<file path="src/qdr_sniff_consts.svh">
`ifndef QDR_SNIFF_CONSTS_SVH
`define QDR_SNIFF_CONSTS_SVH

// qdr word address width.
`define QDR_ADDR_W 21
// one qdr half-word, four data bytes plus four parity bits.
`define QDR_DATA_W 36
// write enables per half, each one covers 18 data bits.
`define QDR_BW_W 2
// read strobe to data-valid, in qdr_clk cycles.
`define QDR_LATENCY 10

// host byte window for the backdoor.
`define SNIFF_BASE 32'h0001_0000
// 2^21 words of 8 bytes past the base.
`define SNIFF_HIGH (`SNIFF_BASE + 32'h0100_0000)

// backdoor request queue depth.
`define REQ_FIFO_DEPTH 4

`endif

</file>
<file path="src/qdr_sniff_pkg.sv">
`default_nettype none

`include "qdr_sniff_consts.svh"

package qdr_sniff_pkg;

  ////////////////////
  // basic qdr fields
  ////////////////////

  // word address on the qdr controller port.
  typedef logic [`QDR_ADDR_W-1:0] qdr_addr_t;

  // one 36-bit half, data at 0, 9, 18 and 27, parity above each byte.
  typedef logic [`QDR_DATA_W-1:0] qdr_half_t;

  // full 72-bit word, index 1 is the upper half.
  typedef qdr_half_t [1:0] qdr_word_t;

  // byte-write enables, two per half.
  typedef logic [1:0][`QDR_BW_W-1:0] qdr_be_t;

  ////////////////////
  // command bundles
  ////////////////////

  // fabric and master side command.
  // strobes are levels, held by the fabric until slave_ack.
  typedef struct packed {
    qdr_addr_t addr;
    logic      wr;
    logic      rd;
    qdr_word_t data;
    qdr_be_t   be;
  } qdr_cmd_t;

  // one queued backdoor access.
  typedef struct packed {
    qdr_addr_t addr;
    logic      rnw;
    qdr_word_t data;
    qdr_be_t   be;
  } bd_req_t;

endpackage

`default_nettype wire

</file>
<file path="src/qdr_backdoor_host.sv">
`timescale 1ns/1ps
`default_nettype none

`include "qdr_sniff_consts.svh"

module qdr_backdoor_host (
  input  wire                             qdr_clk,
  input  wire                             qdr_rst,
  input  wire                             host_en,
  input  wire                             host_rnw,
  input  wire  [31:0]                     host_addr,
  input  wire  [31:0]                     host_wdata,
  input  wire  [3:0]                      host_be,
  output logic [31:0]                     host_rdata,
  output logic                            host_ack,
  output logic                            push,
  output qdr_sniff_pkg::bd_req_t          push_data,
  input  wire                             full,
  input  wire  qdr_sniff_pkg::qdr_word_t  bd_q,
  input  wire                             bd_qvld
);

  logic                       in_win;
  logic [31:0]                local_addr;
  logic                       half_sel;
  qdr_sniff_pkg::qdr_half_t   half_d;
  logic [`QDR_BW_W-1:0]       half_be;
  qdr_sniff_pkg::bd_req_t     req_d;

  logic                       pend_vld;
  qdr_sniff_pkg::bd_req_t     pend_req;
  logic                       pend_half;
  logic                       rd_wait;
  logic                       ack_q;
  logic [31:0]                rdata_q;
  qdr_sniff_pkg::qdr_half_t   rd_half;
  logic [31:0]                rd_word;

  ////////////////////
  // address decode
  ////////////////////

  always_comb begin
    in_win     = (host_addr >= `SNIFF_BASE) && (host_addr < `SNIFF_HIGH);
    local_addr = host_addr - `SNIFF_BASE;
    // bit 2 picks the half, bits 23..3 the qdr word.
    half_sel   = local_addr[2];

    // bytes land on 9-bit lanes, parity left zero.
    half_d = '0;
    for (int i = 0; i < 4; i++) begin
      half_d[9*i +: 8] = host_wdata[8*i +: 8];
    end
    // each enable spans two bytes.
    for (int j = 0; j < `QDR_BW_W; j++) begin
      half_be[j] = host_be[2*j] | host_be[2*j+1];
    end

    req_d               = '0;
    req_d.addr          = local_addr[`QDR_ADDR_W+2:3];
    req_d.rnw           = host_rnw;
    req_d.data[half_sel] = half_d;
    // other half stays masked.
    req_d.be[half_sel]  = half_be;
  end

  ////////////////////
  // request hand-off
  ////////////////////

  // retries every cycle while the queue is full.
  assign push      = pend_vld & ~full;
  assign push_data = pend_req;

  always_ff @(posedge qdr_clk) begin
    if (qdr_rst) begin
      pend_vld <= 1'b0;
      rd_wait  <= 1'b0;
      ack_q    <= 1'b0;
    end else begin
      ack_q <= 1'b0;
      if (host_en && in_win) begin
        pend_vld <= 1'b1;
      end else if (push) begin
        pend_vld <= 1'b0;
      end
      // a read is queued, now wait for its data.
      if (push && pend_req.rnw) begin
        rd_wait <= 1'b1;
      end else if (rd_wait && bd_qvld) begin
        rd_wait <= 1'b0;
      end
      // miss on the window acks next cycle.
      if ((host_en && !in_win) || (rd_wait && bd_qvld)) begin
        ack_q <= 1'b1;
      end
    end
  end

  ////////////////////
  // read return
  ////////////////////

  always_comb begin
    rd_half = bd_q[pend_half];
    for (int i = 0; i < 4; i++) begin
      rd_word[8*i +: 8] = rd_half[9*i +: 8];
    end
  end

  always_ff @(posedge qdr_clk) begin
    if (host_en) begin
      pend_req  <= req_d;
      pend_half <= half_sel;
    end
    if (host_en && !in_win) begin
      rdata_q <= '0;
    end else if (rd_wait && bd_qvld) begin
      rdata_q <= rd_word;
    end
  end

  assign host_rdata = rdata_q;
  // writes ack in the push cycle.
  assign host_ack   = ack_q | (push & ~pend_req.rnw);

endmodule

`default_nettype wire

</file>
<file path="src/qdr_req_fifo.sv">
`timescale 1ns/1ps
`default_nettype none

module qdr_req_fifo #(
  parameter type T     = logic [7:0],
  parameter int  DEPTH = 4
) (
  input  wire   qdr_clk,
  input  wire   qdr_rst,
  input  wire   push,
  input  wire T push_data,
  input  wire   pop,
  output T      head,
  output logic  empty,
  output logic  full
);

  localparam int AW = (DEPTH > 1) ? $clog2(DEPTH) : 1;

  T              mem [DEPTH];
  logic [AW-1:0] wr_idx;
  logic [AW-1:0] rd_idx;
  // wrap bits tell full from empty when the indices meet.
  logic          wr_wrap;
  logic          rd_wrap;
  logic          do_push;
  logic          do_pop;

  ////////////////////
  // occupancy
  ////////////////////

  assign empty   = (wr_idx == rd_idx) && (wr_wrap == rd_wrap);
  assign full    = (wr_idx == rd_idx) && (wr_wrap != rd_wrap);
  // overflow and underflow are dropped.
  assign do_push = push & ~full;
  assign do_pop  = pop & ~empty;

  always_ff @(posedge qdr_clk) begin
    if (qdr_rst) begin
      wr_idx  <= '0;
      wr_wrap <= 1'b0;
      rd_idx  <= '0;
      rd_wrap <= 1'b0;
    end else begin
      if (do_push) begin
        if (wr_idx == AW'(DEPTH - 1)) begin
          wr_idx  <= '0;
          wr_wrap <= ~wr_wrap;
        end else begin
          wr_idx <= wr_idx + 1'b1;
        end
      end
      if (do_pop) begin
        if (rd_idx == AW'(DEPTH - 1)) begin
          rd_idx  <= '0;
          rd_wrap <= ~rd_wrap;
        end else begin
          rd_idx <= rd_idx + 1'b1;
        end
      end
    end
  end

  ////////////////////
  // storage
  ////////////////////

  always_ff @(posedge qdr_clk) begin
    if (do_push) begin
      mem[wr_idx] <= push_data;
    end
  end

  // show-ahead, oldest entry always visible.
  assign head = mem[rd_idx];

endmodule

`default_nettype wire

</file>
<file path="src/qdr_sniff_arb.sv">
`timescale 1ns/1ps
`default_nettype none

`include "qdr_sniff_consts.svh"

module qdr_sniff_arb (
  input  wire                             qdr_clk,
  input  wire                             qdr_rst,
  input  wire  qdr_sniff_pkg::qdr_cmd_t   slave_cmd,
  output logic                            slave_ack,
  output qdr_sniff_pkg::qdr_word_t        slave_rd_data,
  output logic                            slave_rd_dvld,
  input  wire                             bd_empty,
  input  wire  qdr_sniff_pkg::bd_req_t    bd_head,
  output logic                            bd_pop,
  output qdr_sniff_pkg::qdr_word_t        bd_q,
  output logic                            bd_qvld,
  output qdr_sniff_pkg::qdr_cmd_t         master_cmd,
  input  wire  qdr_sniff_pkg::qdr_word_t  master_rd_data,
  input  wire                             master_rd_dvld
);

  // one-hot arbiter states.
  typedef enum logic [3:0] {
    SLAVE         = 4'h1,
    SLAVE_WAIT    = 4'h2,
    BACKDOOR      = 4'h4,
    BACKDOOR_WAIT = 4'h8
  } arb_state_t;

  arb_state_t              arb_state;
  arb_state_t              arb_next;
  logic                    slave_strb;
  logic                    bd_grant;
  logic                    bd_rd_issue;
  logic                    fab_data_sel;
  // bit n set means the read issued n+1 cycles ago was backdoor.
  logic [`QDR_LATENCY-1:0] bd_rd_rec;

  ////////////////////
  // arbitration
  ////////////////////

  assign slave_strb = slave_cmd.wr | slave_cmd.rd;

  always_comb begin
    arb_next = arb_state;
    case (arb_state)
      SLAVE: begin
        // a live fabric strobe gets one more cycle first.
        if (!bd_empty) begin
          arb_next = slave_strb ? SLAVE_WAIT : BACKDOOR;
        end
      end
      SLAVE_WAIT: begin
        arb_next = BACKDOOR;
      end
      BACKDOOR: begin
        // only one backdoor slot per grant.
        arb_next = BACKDOOR_WAIT;
      end
      BACKDOOR_WAIT: begin
        arb_next = SLAVE;
      end
      default: begin
        arb_next = SLAVE;
      end
    endcase
  end

  always_ff @(posedge qdr_clk) begin
    if (qdr_rst) begin
      arb_state <= SLAVE;
    end else begin
      arb_state <= arb_next;
    end
  end

  ////////////////////
  // master port mux
  ////////////////////

  assign slave_ack    = (arb_state == SLAVE);
  assign bd_grant     = (arb_state == BACKDOOR) & ~bd_empty;
  assign bd_pop       = bd_grant;
  assign bd_rd_issue  = bd_grant & bd_head.rnw;
  // write payload follows the fabric until the backdoor slot.
  assign fab_data_sel = (arb_state == SLAVE) || (arb_state == SLAVE_WAIT);

  always_comb begin
    master_cmd.addr = slave_ack ? slave_cmd.addr : bd_head.addr;
    master_cmd.wr   = (slave_ack & slave_cmd.wr) | (bd_grant & ~bd_head.rnw);
    master_cmd.rd   = (slave_ack & slave_cmd.rd) | bd_rd_issue;
    if (fab_data_sel) begin
      master_cmd.data = slave_cmd.data;
      master_cmd.be   = slave_cmd.be;
    end else begin
      master_cmd.data = bd_head.data;
      master_cmd.be   = bd_head.be;
    end
  end

  ////////////////////
  // read steering
  ////////////////////

  // tracks every issued read, fabric reads shift in a zero.
  always_ff @(posedge qdr_clk) begin
    if (qdr_rst) begin
      bd_rd_rec <= '0;
    end else begin
      bd_rd_rec <= {bd_rd_rec[`QDR_LATENCY-2:0], bd_rd_issue};
    end
  end

  // data is shared, the valid goes one way only.
  assign slave_rd_data = master_rd_data;
  assign bd_q          = master_rd_data;
  assign slave_rd_dvld = master_rd_dvld & ~bd_rd_rec[`QDR_LATENCY-1];
  assign bd_qvld       = master_rd_dvld &  bd_rd_rec[`QDR_LATENCY-1];

endmodule

`default_nettype wire

</file>
<file path="src/qdr_sniffer.sv">
`timescale 1ns/1ps
`default_nettype none

`include "qdr_sniff_consts.svh"

module qdr_sniffer (
  input  wire                             qdr_clk,
  input  wire                             qdr_rst,
  // fabric side.
  input  wire  qdr_sniff_pkg::qdr_cmd_t   slave_cmd,
  output logic                            slave_ack,
  output qdr_sniff_pkg::qdr_word_t        slave_rd_data,
  output logic                            slave_rd_dvld,
  // host register side.
  input  wire                             host_en,
  input  wire                             host_rnw,
  input  wire  [31:0]                     host_addr,
  input  wire  [31:0]                     host_wdata,
  input  wire  [3:0]                      host_be,
  output logic [31:0]                     host_rdata,
  output logic                            host_ack,
  // qdr controller side.
  output qdr_sniff_pkg::qdr_cmd_t         master_cmd,
  input  wire  qdr_sniff_pkg::qdr_word_t  master_rd_data,
  input  wire                             master_rd_dvld
);

  logic                      bd_push;
  qdr_sniff_pkg::bd_req_t    bd_push_data;
  logic                      bd_full;
  logic                      bd_empty;
  qdr_sniff_pkg::bd_req_t    bd_head;
  logic                      bd_pop;
  qdr_sniff_pkg::qdr_word_t  bd_q;
  logic                      bd_qvld;

  // host accesses become queued backdoor requests.
  qdr_backdoor_host i_host (
    .qdr_clk    (qdr_clk),
    .qdr_rst    (qdr_rst),
    .host_en    (host_en),
    .host_rnw   (host_rnw),
    .host_addr  (host_addr),
    .host_wdata (host_wdata),
    .host_be    (host_be),
    .host_rdata (host_rdata),
    .host_ack   (host_ack),
    .push       (bd_push),
    .push_data  (bd_push_data),
    .full       (bd_full),
    .bd_q       (bd_q),
    .bd_qvld    (bd_qvld)
  );

  qdr_req_fifo #(
    .T     (qdr_sniff_pkg::bd_req_t),
    .DEPTH (`REQ_FIFO_DEPTH)
  ) i_req_fifo (
    .qdr_clk   (qdr_clk),
    .qdr_rst   (qdr_rst),
    .push      (bd_push),
    .push_data (bd_push_data),
    .pop       (bd_pop),
    .head      (bd_head),
    .empty     (bd_empty),
    .full      (bd_full)
  );

  // fabric first, one backdoor slot when the queue is busy.
  qdr_sniff_arb i_arb (
    .qdr_clk        (qdr_clk),
    .qdr_rst        (qdr_rst),
    .slave_cmd      (slave_cmd),
    .slave_ack      (slave_ack),
    .slave_rd_data  (slave_rd_data),
    .slave_rd_dvld  (slave_rd_dvld),
    .bd_empty       (bd_empty),
    .bd_head        (bd_head),
    .bd_pop         (bd_pop),
    .bd_q           (bd_q),
    .bd_qvld        (bd_qvld),
    .master_cmd     (master_cmd),
    .master_rd_data (master_rd_data),
    .master_rd_dvld (master_rd_dvld)
  );

endmodule

`default_nettype wire

</file>
<file path="config.mk">
export PLATFORM = sky130hd
export DESIGN_NAME = qdr_sniffer
export DESIGN_NICKNAME = d
export VERILOG_FILES = /design/src/qdr_sniff_pkg.sv /design/src/qdr_backdoor_host.sv /design/src/qdr_req_fifo.sv /design/src/qdr_sniff_arb.sv /design/src/qdr_sniffer.sv
export VERILOG_INCLUDE_DIRS = /design/src
export SDC_FILE = /design/constraint.sdc
export NUM_CORES = 1
export LEC_CHECK = 0
export BUFFER_PORTS_ARGS = -buffer_cell sky130_fd_sc_hd__buf_2
export CORE_MARGIN = 10
export CORE_UTILIZATION = 57
export CTS_BUF_LIST = sky130_fd_sc_hd__clkbuf_4 sky130_fd_sc_hd__clkbuf_8
export DETAILED_ROUTE_END_ITERATION = 8
export GPL_TIMING_DRIVEN = 0
export PLACE_DENSITY = 0.83
export REMOVE_ABC_BUFFERS = 1
export SYNTH_ARGS = -nofsm -noshare
export SYNTH_HDL_FRONTEND = slang
export SYNTH_SLANG_ARGS = --single-unit
</file>
<file path="constraint.sdc">
create_clock -name qdr_clk -period 4.8 [get_ports qdr_clk]
set_input_delay 0.48 -clock qdr_clk [delete_from_list [all_inputs] [get_ports qdr_clk]]
set_output_delay 0.48 -clock qdr_clk [all_outputs]
set_load 0.03 [all_outputs]
</file>
Yosys cells after proc, flatten, opt, wreduce, memory -nomap -nowiden
Memory sizes are Yosys's and may differ from the RTL's. A register that Yosys moved wholly into a read port is not among the register bits.
Index checks and enable logic that the tools add are counted.
{"block": "word_totals", "reg_bits": 154, "n_memories": 1, "mem_bits_rw": 392, "out_inout_bits": 206}
{"name": "i_req_fifo.mem", "words": 4, "width": 98, "rd": 1, "rd_clocked_by_memory_dff": 1, "wr": 1, "line": "qdr_req_fifo.sv:20", "source": "T mem [DEPTH];"}
{"block": "classes", "mux": 22, "add_sub_neg": 3, "order_cmp": 5, "n_bitwise": 26, "n_reduce_logical": 15, "eq_ne": 9}
{"cell": "$mux 76", "n": 1}
{"cell": "$and 71x72->72", "n": 1}
{"cell": "$mux 35", "n": 2}
{"cell": "$demux 36 s1", "n": 1}
{"cell": "$mux 36", "n": 1}
{"cell": "$ge 32x17->1 const B", "n": 1}
{"cell": "$lt 32x25->1 const B", "n": 1}
{"cell": "$sub 24x17->24 const B", "n": 1}
{"cell": "$mux 21", "n": 1}
{"cell": "$pmux 4 s3", "n": 1}
{"cell": "$and 1x1->1", "n": 11}
{"cell": "$mux 2", "n": 5}
{"cell": "$logic_and 1x1->1", "n": 8}
{"cell": "$mux 1", "n": 7}
{"cell": "$not 1->1", "n": 7}
{"cell": "$or 1x1->1", "n": 6}
{"cell": "$add 2x1->2 const B", "n": 2}
{"cell": "$and 4x4->4", "n": 1}
{"cell": "$eq 2x2->1 const B", "n": 2}
{"cell": "$eq 4x1->1 const B", "n": 1}
{"cell": "$eq 4x2->1 const B", "n": 1}
{"cell": "$eq 4x3->1 const B", "n": 1}
{"cell": "$lt 1x2->1 const B", "n": 2}
{"cell": "$mux 4", "n": 1}
{"cell": "11 further kinds", "n": 14}

Longest topological paths before layout
Gate-level depths: netlist (run 1).
{"block": "depth", "word_depth": 7, "mapped_depth": 8, "ltp_nobuf": 6}

Cells and area by module
Synthesis (run 1) repeated with hierarchy kept, for this count alone.
{"block": "hier_totals", "cells_unflattened": 1286, "hier_area_um2": 22668.0}
{"module": "qdr_req_fifo", "seq_area_each_um2": 11931.4, "area_each_um2": 14664.1, "n_inst": 1, "cells_per_inst": 579}
{"module": "qdr_backdoor_host", "seq_area_each_um2": 3433.3, "area_each_um2": 5227.5, "n_inst": 1, "cells_per_inst": 408}
{"module": "qdr_sniff_arb", "seq_area_each_um2": 280.3, "area_each_um2": 2776.4, "n_inst": 1, "cells_per_inst": 299}

Least setup slack after synthesis (run 1)
Ideal clock, no wire load.
{"block": "synth_timing", "kind": "reg-to-reg", "from": "register i_req_fifo.wr_idx[0]", "to": "register i_req_fifo.wr_wrap", "period_less_slack_ps": 3735, "stages_incl_launch_ff": 6, "arrival_time_ps": 3496, "setup_time_ps": 239, "path_slack_ps": 1065, "required_time_ps": 4561, "path_buffers": 1, "path_cell_list": "dfxtp_1 xor2_1 o31a_1 clkbuf_1 and2_1 o21ai_0"}
{"block": "synth_via", "elab_chain_cells": 6}
{"element": "from (decl)", "line": "qdr_req_fifo.sv:21", "source": "logic [AW-1:0] wr_idx;"}
{"element": "from (signal assigned)", "line": "qdr_req_fifo.sv:51", "source": "wr_idx <= wr_idx + 1'b1;"}
{"element": "$eq 2x2->1", "line": "qdr_req_fifo.sv:34", "source": "assign full = (wr_idx == rd_idx) && (wr_wrap != rd_wrap);"}
{"element": "$logic_and 1x1->1", "line": "qdr_req_fifo.sv:34"}
{"element": "$not 1->1", "line": "qdr_backdoor_host.sv:72, qdr_req_fifo.sv:36"}
{"element": "$and 1x1->1", "line": "qdr_backdoor_host.sv:72", "source": "assign push = pend_vld & ~full;"}
{"element": "$and 1x1->1", "line": "qdr_req_fifo.sv:36", "source": "assign do_push = push & ~full;"}
{"element": "$reduce_and 2->1 (no line) *"}
{"element": "to (signal assigned)", "line": "qdr_req_fifo.sv:49", "source": "wr_wrap <= ~wr_wrap;"}
{"element": "to (decl)", "line": "qdr_req_fifo.sv:24", "source": "logic wr_wrap;"}
Mark *: on every way between the ends. The rest lies on a longest branch, timed or not.
A chain may end at the register's enable or synchronous reset.

==> results of run 1 <==
[worst reg2reg max path: cells and delay by family (launching register included)]
kind	cells	cell delay [ns]
xor+xnor	1	0.30
compound gates	1	0.42
simple gates	1	0.68
flops	1	0.45
buf+inv	1	0.32
[final cells by class]
type                            count  area, sq um  share of cell area, %
Antenna cell                        2         5.00                 0.0200
Clock buffer                      115         1370                   5.48
Clock inverter                     25          130                  0.520
Inverter                           11         41.3                  0.165
Multi-Input combinational cell    596         5590                   22.4
Sequential cell                   508        14700                   58.7
Tap cell                          468          586                   2.34
Timing Repair Buffer              456         2600                   10.4
[registers in the layout, summed over array words and instances, names as in the netlist, named ones only]
signal / cells
i_req_fifo.mem: 360
i_host.push_data: 90
i_arb.arb_state: 4
i_req_fifo.rd_wrap: 1
i_req_fifo.rd_idx: 2
i_host.rd_wait: 1
i_req_fifo.wr_idx: 2
i_host.pend_half: 1
i_host.pend_vld: 1
i_host.host_rdata: 32
i_arb.bd_rd_rec: 10
i_req_fifo.wr_wrap: 1
i_host.ack_q: 1
[path summary, 6_finish.rpt]
kind                                     startpoint  cells after the start  slack (ns)                             end
setup / recovery    i_arb.arb_state[1]$_SDFFE_PP0P_                      8        1.26                  master_cmd[27]
hold / removal                         host_addr[9]                      1        0.07  i_host.push_data[83]$_DFFE_PP_
setup reg to reg  i_req_fifo.wr_idx[0]$_SDFFE_PP0P_                      4        2.21  i_req_fifo.mem[0][5]$_DFFE_PP_
hold reg to reg       i_arb.bd_rd_rec[0]$_SDFF_PP0_                      1        0.45   i_arb.bd_rd_rec[1]$_SDFF_PP0_
[Yosys cell counts, types with 4 or more instances]
cell type	instances	area [sq um]
edfxtp_1	451	13500
nand2_1	212	796
mux4_2	90	2030
buf_4	72	541
dfxtp_1	57	1140
nor2_1	47	176
and2_1	45	282
nor2b_1	45	282
clkbuf_1	38	143
mux2i_1	35	350
a2111oi_4	31	853
mux2_2	21	236
buf_2	20	100
inv_1	11	41.3
xor2_1	8	70.1
ha_1	7	87.6
o21ai_0	7	35.0
nor3_1	5	25.0
a21oi_1	4	20.0
nand3_1	4	20.0
nor4_1	4	25.0
or3_1	4	25.0
[repair_timing]
action,in CTS,in global routing
hold buffers,1,0
endpoints found under the hold margin,1,0
resized for setup,0,0
[cell usage in the layout (no fill, tap or decap), types with 34 or more instances in the layout]
master    count
clkbuf_8     81
and2_1       41
mux4_2       90
buf_2       431
dfxtp_1      55
nor2b_1      45
mux2i_1      35
clkbuf_4     34
nand2_1     212
nor2_1       47
edfxtp_1    451
[cells by family after synthesis]
group           share of synthesized area (%)
mux                                      12.3
fa+ha+maj                               0.414
buf+inv                                  4.37
flops                                    69.4
xor+xnor                                0.414
compound gates                           4.86
simple gates                             8.23
[per-stage QoR]
stage | std cells | setup TNS, ns | power (uW) | util (%)
after global routing | 2180 | 0 | 9240 | 68.3
after global placement | 2016 | -479.41 | 5580 | 62.9
after floorplan | 1115 | -40.61 | 5250 | -
after CTS | 2179 | 0 | 8990 | 68.3
final | 2181 | 0 | 8910 | 68.3
after detailed placement | 2038 | 0 | 5600 | 64.2
[where the power goes]
part,leakage (uW),switching [uW],internal [uW],total (uW)
clock,0.000797,1570,1840,3410
combinational,0.00387,357,181,538
sequential,0.00458,58.5,4910,4970
[layer usage]
layer	wire, microns	vias up	share of wire [%]	global-route usage [%]
met5	41	-	0.080	0
met4	1740	6	3.4	9.58
met3	4670	82	9.1	6.76
met2	26700	514	52	39.3
met1	17900	5894	35	24.3
li1	-	5459	-	-
==> run metrics, run 1 <==
asr flop ratio synth=0%; Worst-path clk slew=0.06 ns; cts bufs inserted=78; CTS Root Cell=clkbuf_8; die height=213 microns; initial core utilization=57.8%; CP max FO=22; Post-synth top flop=edfxtp_1; layout cells sized above 1=43.1%; initial antenna violation count=5; CP arrival=3.06 ns; Critical Path Slowest Stage Cell=nor3_2; Max IR drop VDD=0.212 mV; critical path type=register to output port; Hold WS=0.0678 ns; Final ANT Viol Nets=0; Area Overhead vs Synth=18.1%; Layout fillers=2,400; H-tree levels=3; DR WL/cell=23.4 microns; clk sink count=508; Worst setup SP type=register; Peak Freq=0.282 GHz; Final Hold Viols=0; Total GRT Usage=22.2%; CP Buf/Inv Count=4; Cells after Synth=1,253; total number of vias=12.0k; Placed Area=0.0235 sq mm; Critical Path RT=4.32 ns; core area=0.0366 sq mm; status=finished clean; Slew Limit Fails=0; crit end category=output port; # DRC=0; die width=213 microns; drt first pass iters=5; CP top delay family=buffers and inverters; std cell rows=70; LEAKAGE=0.00924 uW; fin crit period=3.54 ns; hpwl dp=35,400 microns; fin area=0.0250 sq mm; largest net degree at the start of global routing=71; Yosys warning total=0; CTS tree=yes; max cap viols=0; Longest Clk Path Bufs=3; relative slew slack=35.3%; Power Density=356 mW/mm^2; GPL Wtd Cong=0.883; vias in the first global route=12.7k; final worst slack=1.26 ns; post-synthesis register bit count=508; Distinct cells, synth=44; HP Class=input port to register; drt first-iter violations=722; Final Net Count=1,902; port bufs=433; final setup vio count=0; GRT overflow=0; worst-skew pair later-pin latency=0.60 ns; global-route wire length before repair=75,200 microns; max incr delay on CP=0.73 ns; Vias/cell=5.48; die area=0.0452 sq mm; Syn Area/Cell=16.9 sq um; Post CTS Setup Buffer Count=0; EDFF count, synth=451; register area share after synthesis=69.4%; RSZ-0062 raised after global routing=false; worst-path cell chain=xnor2_1 -> nor3_2 -> buf_6 -> buf_4 -> buf_6 -> nand2_1 -> nand2_1 -> buf_2; Post-Place Setup Slack=1.15 ns; Mapped Area=0.0212 sq mm; fin crit share=73.8%; WL final=51,000 microns; I/O Pins=450; worst slew pin tran=0.970 ns; clock skew=0.0249 ns
Power figures use the tool's default switching activity.
==> run 2, diff against run 1 <==
--- a/config.mk
+++ b/config.mk
@@ -6,6 +6,7 @@
 export SDC_FILE = /design/constraint.sdc
 export NUM_CORES = 1
 export LEC_CHECK = 0
+export ABC_AREA = 1
 export BUFFER_PORTS_ARGS = -buffer_cell sky130_fd_sc_hd__buf_2
 export CORE_MARGIN = 10
 export CORE_UTILIZATION = 57
==> constraint.sdc (replaced) <==
create_clock -name qdr_clk -period 3.47 [get_ports qdr_clk]
set_input_delay 0.347 -clock qdr_clk [delete_from_list [all_inputs] [get_ports qdr_clk]]
set_output_delay 0.347 -clock qdr_clk [all_outputs]
set_load 0.03 [all_outputs]
==> run metrics, run 2 <==
status=finished clean; GRT overflow=0; commonest non-fill, non-tap cells in the layout=edfxtp_1, buf_2, nor2_1; Final ANT Viol Nets=0; CP max FO=94; CTS tree=yes; initial antenna violation count=3; CTS Root Cell=clkbuf_8; vias in the first global route=16.0k; port bufs=433; DR WL/cell=21.1 microns; share of power burned in registers=54.3%; CP arrival=2.90 ns; Peak Freq=0.308 GHz; H-tree levels=3; final worst slack=0.218 ns; fin crit share=93.7%; area share of and/or/nand/nor cells after synthesis=12.1%; Syn Area/Cell=11.5 sq um; Total GRT Usage=25.1%; largest net degree at the start of global routing=97; Critical Path RT=3.12 ns; multiplexer share of the synthesized area=1.70%; asr flop ratio synth=0%; clock share of power=39.3%; worst r2r src=i_arb.bd_rd_rec[9]$_SDFF_PP0_; register area share after synthesis=69.1%; Post-synth top flop=edfxtp_1; Mapped Area=0.0212 sq mm; die area=0.0454 sq mm; core area=0.0367 sq mm; fin crit period=3.25 ns; Logic pwr share=6.4%; cts bufs inserted=80; drt first-iter violations=1,291; sw power=2880 uW; Worst setup SP type=register; clk sink count=508; max FFs per register=360; Placed Area=0.0235 sq mm; RSZ-0062 raised after global routing=true; Worst-path clk slew=0.06 ns; Switching Share=22.7%; critical path type=register to output port; leading post-synthesis cells by cell area=edfxtp_1, nor2_1, nand2_1; largest family of logic cells by synthesized area=simple AND/OR/NAND/NOR gates; Yosys top cell by area=edfxtp_1; Cells after Synth=1,841; post-synthesis register bit count=508; layout cells sized above 1=28.8%; top cells by count, synth=edfxtp_1, nor2_1, nand2_1, o21ai_0, inv_1; Max IR drop VDD=0.312 mV; post-synthesis compound-gate area fraction=9.24%; clock skew=0.0390 ns; Final Net Count=2,496; XOR/XNOR share of the synthesized area=0.412%; total number of vias=15.5k; commonest non-fill, non-tap cell in the layout=edfxtp_1; worst slew pin tran=1.40 ns; adder-cell area share of the yosys netlist=0.412%; crit end category=output port; Biggest register=i_req_fifo.mem; fin area=0.0255 sq mm; Area Overhead vs Synth=20.2%; Post-Place Setup Slack=0.185 ns; Longest Clk Path Bufs=3; GPL Wtd Cong=0.891; global-route wire length before repair=86,900 microns; LEAKAGE=0.0103 uW; relative slew slack=6.44%; Slew Limit Fails=0; max cap viols=0; WL final=58,600 microns; Pint=9800 uW; final setup vio count=0; Final Hold Viols=0; drt first pass iters=5; HP Class=input port to register; cell with the most instances after synthesis=edfxtp_1; Layout fillers=2,440; hpwl dp=36,900 microns; Min-Delay Startpoint=host_wdata[8]; Power Density=496 mW/mm^2; Distinct cells, synth=32; Synth top area share=63.7%; initial core utilization=57.9%; I/O Pins=450; # DRC=0; Yosys warning total=0; die width=213 microns; worst-skew pair later-pin latency=0.63 ns; die height=213 microns; EDFF count, synth=451; Vias/cell=5.59; std cell rows=70
[run 2: changes by cell type after synthesis, sizes merged, moves of 35 or more]
| cell | previous run | this run |
|---|---|---|
| inv | 11 | 117 |
| mux2i | 35 | 0 |
| nor2b | 45 | 0 |
| mux4 | 90 | 0 |
| and2 | 45 | 0 |
| a2111oi | 35 | 0 |
| o22ai | 0 | 70 |
| nand2 | 212 | 322 |
| o21ai | 7 | 186 |
| nor2 | 47 | 328 |
[run 2: kinds of logic after synthesis]
group	count (synthesis)
simple gates	668
compound gates	323
buf+inv	293
flops	508
xor+xnor	10
mux	32
fa+ha+maj	7
[run 2: path summary, 6_finish.rpt]
check	endpoint	slack (ns)	cells past startpoint
min	i_host.push_data[49]$_DFFE_PP_	0.04	3
min reg2reg	i_arb.bd_rd_rec[8]$_SDFF_PP0_	0.38	2
max reg2reg	i_host.host_rdata[20]$_SDFFE_PP0P_	0.82	4
max	master_cmd[76]	0.22	7
[run 2: worst max-delay path, stage by stage (launching register included)]
cell     delay (ns)
dfxtp_4        0.54
inv_8          0.45
buf_16         0.39
o21ai_0        0.13
o22ai_1        0.22
nand2_1        0.12
o21ai_0        0.12
buf_2          0.25
[run 2: final cells by class]
| type | instances | area (sq um) | area share, % |
|---|---|---|---|
| timing repair buffer | 496 | 3080 | 12.0 |
| clock inverter | 35 | 253 | 0.990 |
| antenna | 4 | 10.0 | 0.0392 |
| sequential | 508 | 14700 | 57.5 |
| inverter | 117 | 452 | 1.77 |
| multi-input combinational | 1042 | 5140 | 20.1 |
| tap | 468 | 586 | 2.29 |
| clock buffer | 108 | 1320 | 5.18 |
[run 2: through the flow]
step / cells / util, % / hold WS (ns) / setup TNS, ns / total power [uW]
after floorplan: 1665 / - / 0.388 / -736.77 / 7280
after global placement: 2566 / 62.6 / 0.390 / -2279.54 / 7740
after detailed placement: 2585 / 63.9 / 0.397 / 0 / 7770
after CTS: 2772 / 69.5 / 0.00255 / 0 / 12700
after global routing: 2775 / 69.6 / 0.0107 / -0.00247 / 13100
final: 2778 / 69.6 / 0.0412 / 0 / 12700
[run 2: power by group through the flow]
| stage | clock network [uW] | registers (uW) | logic (uW) |
|---|---|---|---|
| 5_1_grt | 5330 | 6890 | 861 |
| 2_1_floorplan | 0 | 6980 | 301 |
| 3_3_place_gp | 0 | 6990 | 747 |
| 3_5_place_dp | 0 | 7000 | 765 |
| 6_report | 4980 | 6880 | 813 |
| 4_1_cts | 5040 | 6880 | 810 |
[run 2: what timing repair did]
item / in CTS / in global routing
gates resized for setup: 2 / 2
pin swaps: 1 / 1
endpoints found under the setup margin: 88 / 28
cloned: 2 / 0
setup buffers: 1 / 2
hold buffers: 41 / 0
endpoints found under the hold margin: 48 / 0
[run 2: layer usage]
layer  vias up  routed length [microns]  GRT usage (%)
met5         -                       34              0
li1       7087                        -              -
met1      7364                    20000           26.9
met3       164                     6010           7.35
met2       915                    29800           43.7
met4         4                     2800           14.2
